## config.mk

```make
export PLATFORM = sky130hd
export DESIGN_NAME = spi_top
export DESIGN_NICKNAME = d
export VERILOG_FILES = /design/src/hdl/spi_pkg.sv /design/src/hdl/spi_clk_gen.sv /design/src/hdl/spi_ctrl.sv /design/src/hdl/spi_shifter.sv /design/src/hdl/spi_top.sv
export VERILOG_INCLUDE_DIRS = /design/src /design/src/hdl
export SDC_FILE = /design/constraint.sdc
export NUM_CORES = 1
export LEC_CHECK = 0
export BUFFER_PORTS_ARGS = -buffer_cell sky130_fd_sc_hd__buf_2
export CORE_MARGIN = 10
export CORE_UTILIZATION = 48
export CTS_BUF_LIST = sky130_fd_sc_hd__clkbuf_16
export DETAILED_ROUTE_END_ITERATION = 10
export GPL_TIMING_DRIVEN = 0
export PLACE_DENSITY = 0.71
export SYNTH_ARGS = -nofsm -noshare
export SYNTH_HDL_FRONTEND = slang
export SYNTH_SLANG_ARGS = --single-unit
```

## constraint.sdc

```tcl
create_clock -name CLK50MHZ -period 3.53 [get_ports CLK50MHZ]
set_input_delay 0.353 -clock CLK50MHZ [delete_from_list [all_inputs] [get_ports CLK50MHZ]]
set_output_delay 0.353 -clock CLK50MHZ [all_outputs]
set_load 0.05 [all_outputs]
```

## src/hdl/spi_params.svh

```systemverilog
`ifndef SPI_PARAMS_SVH
`define SPI_PARAMS_SVH

// Bits per transfer, also the Wishbone data width
`define SPI_WIDTH 32

// CLK50MHZ cycles per half period of SCK
`define SPI_DIV 4

// Register word addresses
`define SPI_ADDR_TX     2'd0
`define SPI_ADDR_RX     2'd1
`define SPI_ADDR_STATUS 2'd2

// Status register bit positions
`define SPI_ST_BUSY 0
`define SPI_ST_DONE 1
`define SPI_ST_DROP 2

`endif

```

## src/hdl/spi_pkg.sv

```systemverilog
`default_nettype none

`include "spi_params.svh"

package spi_pkg;

	// One transfer word, same width as the bus data
	typedef logic [`SPI_WIDTH-1:0] spi_word_t;

	// Wishbone word address
	typedef logic [1:0] wb_addr_t;

	// Shift engine sequence
	typedef enum logic [1:0] {
		IDLE,
		SENDING,
		DONE
	} shift_state_e;

endpackage

`default_nettype wire

```

## src/hdl/spi_clk_gen.sv

```systemverilog
`timescale 1ns/1ps
`default_nettype none

`include "spi_params.svh"

module spi_clk_gen (
	input  wire logic CLK50MHZ,
	input  wire logic RST,
	input  wire logic run,
	output logic      clk_hf,
	output logic      write_trig,
	output logic      read_trig
);

	localparam int unsigned DIV   = `SPI_DIV;
	localparam int unsigned CNT_W = $clog2(DIV + 1);
	localparam logic [CNT_W-1:0] LAST = CNT_W'(DIV - 1);

	logic [CNT_W-1:0] cnt;
	logic             wrap;

	// Half period ends on this cycle
	assign wrap = (cnt == LAST);

	////////////////////////////////////////////////////////////////////////////
	// Divider and edge strobes
	////////////////////////////////////////////////////////////////////////////

	always_ff @(posedge CLK50MHZ) begin
		if (RST || !run) begin
			// Idle phase is clock low, counter at zero
			cnt        <= '0;
			clk_hf     <= 1'b0;
			write_trig <= 1'b0;
			read_trig  <= 1'b0;
		end else begin
			cnt        <= wrap ? '0 : cnt + 1'b1;
			// Strobes line up with the new clock level
			write_trig <= wrap && clk_hf;
			read_trig  <= wrap && !clk_hf;
			if (wrap) begin
				clk_hf <= ~clk_hf;
			end
		end
	end

	// First rising edge lands one half period after run comes up
	a_first_rise: assert property (
		@(posedge CLK50MHZ) disable iff (RST)
		$past(run, DIV) && !$past(run, DIV + 1) |-> $rose(clk_hf)
	);

endmodule

`default_nettype wire

```

## src/hdl/spi_ctrl.sv

```systemverilog
`timescale 1ns/1ps
`default_nettype none

`include "spi_params.svh"

module spi_ctrl (
	input  wire logic               CLK50MHZ,
	input  wire logic               RST,
	input  wire logic               wb_cyc,
	input  wire logic               wb_stb,
	input  wire logic               wb_we,
	input  wire spi_pkg::wb_addr_t  wb_adr,
	input  wire spi_pkg::spi_word_t wb_dat_w,
	input  wire logic               busy,
	input  wire logic               done,
	input  wire spi_pkg::spi_word_t rx_word,
	output spi_pkg::spi_word_t      wb_dat_r,
	output logic                    wb_ack,
	output logic                    start,
	output spi_pkg::spi_word_t      tx_word
);

	logic               req;
	logic               tx_wr;
	logic               rx_rd;
	logic               st_rd;
	logic               done_flag;
	logic               drop_flag;
	spi_pkg::spi_word_t status;
	spi_pkg::spi_word_t rd_mux;

	////////////////////////////////////////////////////////////////////////////
	// Bus decode
	////////////////////////////////////////////////////////////////////////////

	// New request only while ack is low, so accesses never chain
	assign req   = wb_cyc && wb_stb && !wb_ack;
	assign tx_wr = req && wb_we && (wb_adr == `SPI_ADDR_TX);
	assign rx_rd = req && !wb_we && (wb_adr == `SPI_ADDR_RX);
	assign st_rd = req && !wb_we && (wb_adr == `SPI_ADDR_STATUS);

	always_ff @(posedge CLK50MHZ) begin
		if (RST) begin
			wb_ack <= 1'b0;
		end else begin
			wb_ack <= req;
		end
	end

	////////////////////////////////////////////////////////////////////////////
	// Transfer start and sticky flags
	////////////////////////////////////////////////////////////////////////////

	always_ff @(posedge CLK50MHZ) begin
		if (RST) begin
			start <= 1'b0;
		end else begin
			start <= tx_wr && !busy;
		end
	end

	always_ff @(posedge CLK50MHZ) begin
		if (tx_wr && !busy) begin
			tx_word <= wb_dat_w;
		end
	end

	// Setting wins over a clear in the same cycle
	always_ff @(posedge CLK50MHZ) begin
		if (RST) begin
			done_flag <= 1'b0;
			drop_flag <= 1'b0;
		end else begin
			if (done) begin
				done_flag <= 1'b1;
			end else if (rx_rd) begin
				done_flag <= 1'b0;
			end
			if (tx_wr && busy) begin
				drop_flag <= 1'b1;
			end else if (st_rd) begin
				drop_flag <= 1'b0;
			end
		end
	end

	////////////////////////////////////////////////////////////////////////////
	// Read data
	////////////////////////////////////////////////////////////////////////////

	always_comb begin
		status = '0;
		status[`SPI_ST_BUSY] = busy;
		status[`SPI_ST_DONE] = done_flag;
		status[`SPI_ST_DROP] = drop_flag;
	end

	always_comb begin
		case (wb_adr)
			`SPI_ADDR_RX:     rd_mux = rx_word;
			`SPI_ADDR_STATUS: rd_mux = status;
			default:          rd_mux = '0;
		endcase
	end

	always_ff @(posedge CLK50MHZ) begin
		if (req) begin
			wb_dat_r <= rd_mux;
		end
	end

	a_no_start_busy: assert property (
		@(posedge CLK50MHZ) disable iff (RST)
		start |-> !busy
	);

endmodule

`default_nettype wire

```

## src/hdl/spi_shifter.sv

```systemverilog
`timescale 1ns/1ps
`default_nettype none

`include "spi_params.svh"

module spi_shifter (
	input  wire logic              CLK50MHZ,
	input  wire logic              RST,
	input  wire logic              start,
	input  wire spi_pkg::spi_word_t tx_word,
	input  wire logic              clk_hf,
	input  wire logic              write_trig,
	input  wire logic              read_trig,
	input  wire logic              spi_miso,
	output logic                   busy,
	output logic                   done,
	output spi_pkg::spi_word_t     rx_word,
	output logic                   spi_sck,
	output logic                   spi_cs,
	output logic                   spi_mosi
);

	localparam int unsigned W     = `SPI_WIDTH;
	localparam int unsigned IDX_W = $clog2(W + 3);
	localparam logic [IDX_W-1:0] IDX_LAST = IDX_W'(W + 1);

	spi_pkg::shift_state_e state;
	logic [IDX_W-1:0]      idx;
	spi_pkg::spi_word_t    tx_sr;
	spi_pkg::spi_word_t    rx_sr;
	logic                  sck_en;

	// Index 0 and 1 are lead-in strobes, SCK runs for 2 .. W+1
	assign sck_en = (idx > IDX_W'(1)) && (idx <= IDX_LAST);

	////////////////////////////////////////////////////////////////////////////
	// Sequencer
	////////////////////////////////////////////////////////////////////////////

	always_ff @(posedge CLK50MHZ) begin
		if (RST) begin
			state <= spi_pkg::IDLE;
			idx   <= '0;
		end else begin
			case (state)
				spi_pkg::IDLE: begin
					idx <= '0;
					if (start) begin
						state <= spi_pkg::SENDING;
					end
				end
				spi_pkg::SENDING: begin
					if (write_trig) begin
						idx <= idx + 1'b1;
						if (idx == IDX_LAST) begin
							state <= spi_pkg::DONE;
						end
					end
				end
				default: begin
					state <= spi_pkg::IDLE;
				end
			endcase
		end
	end

	////////////////////////////////////////////////////////////////////////////
	// Data path
	////////////////////////////////////////////////////////////////////////////

	always_ff @(posedge CLK50MHZ) begin
		if (state == spi_pkg::IDLE && start) begin
			tx_sr <= tx_word;
		end else if (state == spi_pkg::SENDING && write_trig && idx != '0) begin
			tx_sr <= {tx_sr[W-2:0], 1'b0};
		end
		// Sample only on edges the slave actually sees
		if (state == spi_pkg::SENDING && read_trig && sck_en) begin
			rx_sr <= {rx_sr[W-2:0], spi_miso};
		end
	end

	// MOSI moves after SCK falls
	always_ff @(posedge CLK50MHZ) begin
		if (RST) begin
			spi_mosi <= 1'b0;
		end else if (state == spi_pkg::SENDING) begin
			if (write_trig && idx != '0) begin
				spi_mosi <= tx_sr[W-1];
			end
		end else begin
			spi_mosi <= 1'b0;
		end
	end

	always_ff @(posedge CLK50MHZ) begin
		if (RST) begin
			spi_cs <= 1'b1;
		end else if (start) begin
			spi_cs <= 1'b0;
		end else if (done) begin
			spi_cs <= 1'b1;
		end
	end

	assign busy    = (state == spi_pkg::DONE) ? 1'b0 : (state == spi_pkg::SENDING);
	assign done    = (state == spi_pkg::DONE);
	assign rx_word = rx_sr;
	assign spi_sck = sck_en ? clk_hf : 1'b0;

	// Single done cycle, and no new start may hold chip select down
	a_done_pulse: assert property (
		@(posedge CLK50MHZ) disable iff (RST)
		done |=> !done && spi_cs
	);

	// SCK comes from the divider, CS from here
	a_sck_in_cs: assert property (
		@(posedge CLK50MHZ) disable iff (RST)
		spi_sck |-> !spi_cs
	);

endmodule

`default_nettype wire

```

## src/hdl/spi_top.sv

```systemverilog
`timescale 1ns/1ps
`default_nettype none

module spi_top (
	input  wire logic               CLK50MHZ,
	input  wire logic               RST,
	input  wire logic               wb_cyc,
	input  wire logic               wb_stb,
	input  wire logic               wb_we,
	input  wire spi_pkg::wb_addr_t  wb_adr,
	input  wire spi_pkg::spi_word_t wb_dat_w,
	output spi_pkg::spi_word_t      wb_dat_r,
	output logic                    wb_ack,
	output logic                    spi_sck,
	output logic                    spi_cs,
	output logic                    spi_mosi,
	input  wire logic               spi_miso
);

	logic               start;
	logic               busy;
	logic               done;
	spi_pkg::spi_word_t tx_word;
	spi_pkg::spi_word_t rx_word;
	logic               clk_hf;
	logic               write_trig;
	logic               read_trig;

	spi_ctrl u_ctrl (
		.CLK50MHZ (CLK50MHZ),
		.RST      (RST),
		.wb_cyc   (wb_cyc),
		.wb_stb   (wb_stb),
		.wb_we    (wb_we),
		.wb_adr   (wb_adr),
		.wb_dat_w (wb_dat_w),
		.busy     (busy),
		.done     (done),
		.rx_word  (rx_word),
		.wb_dat_r (wb_dat_r),
		.wb_ack   (wb_ack),
		.start    (start),
		.tx_word  (tx_word)
	);

	spi_shifter u_shifter (
		.CLK50MHZ   (CLK50MHZ),
		.RST        (RST),
		.start      (start),
		.tx_word    (tx_word),
		.clk_hf     (clk_hf),
		.write_trig (write_trig),
		.read_trig  (read_trig),
		.spi_miso   (spi_miso),
		.busy       (busy),
		.done       (done),
		.rx_word    (rx_word),
		.spi_sck    (spi_sck),
		.spi_cs     (spi_cs),
		.spi_mosi   (spi_mosi)
	);

	// Serial clock runs only while a transfer is in flight
	spi_clk_gen u_clk_gen (
		.CLK50MHZ   (CLK50MHZ),
		.RST        (RST),
		.run        (busy),
		.clk_hf     (clk_hf),
		.write_trig (write_trig),
		.read_trig  (read_trig)
	);

endmodule

`default_nettype wire

```

==> run_results.csv <==
group,metric,value,unit
run_status,status,"complete, no violations",
routing,dr_wl_met2,4660,µm
pwr,combPwrFrac,3.5,%
logic_synthesis,syn-num-nets,363,
cells_and_area,area_growth,20.4,%
clocking,cts.sinks,148,
pwr,power.share.clock,42.0,%
clocking,clk_pin_slew,50,ps
logic_synthesis,yosysTopAreaCellShare,70.3,%
cells_and_area,final_layout_size_suffix_gt1_share,32.7,%
logic_synthesis,ys_ff_latch,148,
timing,slew_headroom,15.0,%
die,die_w,127,µm
die,rows,38,
logic_synthesis,synth.avg_cell_area,17.4,µm²
timing,finalClockSkew,6.59,ps
logic_synthesis,synth_area,0.00547,mm²
timing,setup_slack,689,ps
grt,grt_pass1_vias,2959,
routing,totalWireLength,9480,µm
setup_path,crit_arrival,2880,ps
clocking,tritoncts,"done",
routing,drt-initial-drc-count,240,
logic_synthesis,synth_warnings,0,
routing,detail_route.first_pass.iterations,4,
timing,finalSetupViolCount,0,
clocking,cts_buffer_depth,2,
routing,dr_total_vias,2842,
setup_path,crit_type,"reg2reg",
routing,dr_wl_met3,524,µm
grt,grt_max_degree,36,
pwr,swShare,20.1,%
pwr,vdd_drop_max,324,µV
timing,fmax,352,MHz
timing,slew_violations,0,
routing,vias_per_cell,5.06,
timing,worst_pin_slew,1270,ps
setup_path,startpoint_type,"register",
die,io_pins,76,
logic_synthesis,synth_commonest_cells,"edfxtp_1, and2_1, mux2_2",
setup_path,crit_fanout,35,
clocking,cts_buffers,17,
timing,rsz0062_at_grt,"no",
timing,fin_crit,2840,ps
pwr,p_int,2.81,mW
clocking,cts_htree_levels,4,
clocking,clk_latency,410,ps
routing,top_layer,"met4",
logic_synthesis,yosys_most_used_dff,"edfxtp_1",
timing,hold_slack,114,ps
clocking,root_buffer,"clkbuf_16",
routing,ant_nets,0,
pwr,seqPwrFrac,54.5,%
timing,fin_setup_tns,0,ps
cells_and_area,final_core_util,59.9,%
place,dpl.hpwl,6430,µm
clocking,post_cts_resized,0,
place,place_congestion,0.803,
job,maxCapViolCount,0,
logic_synthesis,syn-instance-count,314,
die,initial_utilization,49.8,%
routing,remaining_drc_errors,0,
logic_synthesis,synth.distinct_cells,38,
setup_path,cp-end-kind,"register",
grt,grt_overflow_total,0,
grt,grt_pass1_wl,15000,µm
cells_and_area,diodes,0,
pwr,power.switching,0.707,mW
routing,wl_met1,4120,µm
clocking,hold_buffers,0,
pwr,leakagePower,2.44,nW
logic_synthesis,synth_most_common_cell,"edfxtp_1",
logic_synthesis,ys_top_cells_by_area,"edfxtp_1, dfxtp_1, mux2_2",
worst_hold_path,worstHoldPathType,"in2reg",
cells_and_area,fillers,808,
pwr,p_per_area,534,mW/mm²
clocking,cts_setup_buffers,0,
logic_synthesis,synth-seq-area-share,77.7,%
place,dp_slack,538,ps
grt,track_usage,11.9,%
cells_and_area,finalNetCount,460,
place,portBuffers,75,
setup_path,cp.required,3570,ps
routing,wire_per_inst,16.9,µm
die,die-area,0.0161,mm²
logic_synthesis,ys_async_sr_fraction,0,%
grt,antenna_found_initial,0,
die,die_height,127,µm
logic_synthesis,synth_top_area_cell,"edfxtp_1",
die,core_area,0.0110,mm²
timing,timing.final.crit_share,80.5,%
timing,hold_violations,0,
logic_synthesis,synth-edff-count,128,
==> routing by layer <==
layer	global-route usage [%]	vias up
met4	6.30	0
met2	18.4	68
met3	4.54	14
met5	0	-
met1	14.3	1393
li1	-	1367
==> state kept, by name, summed over array words and instances, names as in the netlist <==
name and count:
u_ctrl.wb_ack 1, u_shifter.tx_sr 32, u_ctrl.done_flag 1, u_ctrl.tx_word 32
u_shifter.rx_word 32, u_ctrl.drop_flag 1, u_clk_gen.read_trig 1, u_ctrl.wb_dat_r 32
u_clk_gen.clk_hf 1, u_shifter.idx 6, u_clk_gen.cnt 3, u_shifter.spi_mosi 1
u_shifter.spi_cs 1, u_clk_gen.write_trig 1, u_ctrl.start 1, u_shifter.state 2
==> path summary, 6_finish.rpt <==
path	startpoint	to	slack, ps	depth (start not counted)
setup / recovery	u_ctrl.wb_ack	u_ctrl.tx_word[19]	690	3
hold / removal	wb_dat_w[15]	u_ctrl.tx_word[15]	110	1
setup reg to reg	u_ctrl.wb_ack	u_ctrl.tx_word[19]	690	3
hold reg to reg	u_shifter.rx_word[5]	u_shifter.rx_word[6]	440	0
==> worst max-delay path, cell delays in order, from the launching register on <==
cell,delay [ps]
dfxtp_1,300
nand3b_1,210
inv_1,940
and4b_2,990
==> through the flow <==
| stage | power [mW] | cells | area (µm²) |
|---|---|---|---|
| final | 3.51 | 562 | 6580 |
| after global routing | 3.62 | 562 | 6580 |
| after floorplan | 2.03 | 314 | 5480 |
| after global placement | 2.07 | 529 | 6030 |
| after CTS | 3.55 | 562 | 6580 |
| after detailed placement | 2.08 | 532 | 6100 |
==> cell families after synthesis <==
kind of cell	Yosys count	share of synthesized area, %
mux	33	6.75
simple gates	81	9.09
flops	148	77.7
buf+inv	16	1.33
xor+xnor	1	0.160
compound gates	26	2.95
fa+ha+maj	9	2.06
==> power groups by stage <==
stage               Clock [mW]  Sequential [mW]  Combinational (mW)
finish                    1.48             1.91               0.123
global route              1.57             1.92               0.132
CTS                       1.51             1.91               0.125
global placement             0             1.95               0.121
floorplan                    0             1.99              0.0322
detailed placement           0             1.95               0.124
==> final cells by class <==
cell class,instances,area [µm²],share of cell area [%]
clock inverters,13,57.6,0.874
repair buffers,78,433,6.58
plain buffers,9,46.3,0.703
multi-input cells,150,1170,17.8
well taps,140,175,2.66
inverters,7,26.3,0.399
clock buffers,17,425,6.46
flip-flops and latches,148,4240,64.5
==> cells in the final DEF, fill, tap and decap left out, types with 3 or more instances in the layout <==
cell type,synthesis,layout
edfxtp_1,128,128
buf_2,1,76
and2_1,30,30
mux2_2,29,29
dfxtp_1,20,20
clkbuf_16,0,17
inv_1,7,12
nand2_1,10,10
ha_1,9,9
nor2b_1,8,8
a21oi_1,7,7
nor2_1,6,6
o21ai_0,6,6
clkbuf_1,5,5
nand2b_1,4,4
nor3_1,5,4
nor3b_1,4,4
clkinv_2,0,4
a22oi_1,3,3
buf_4,3,3
clkinv_1,0,3
Note: power is estimated with default switching activity, not from simulation.
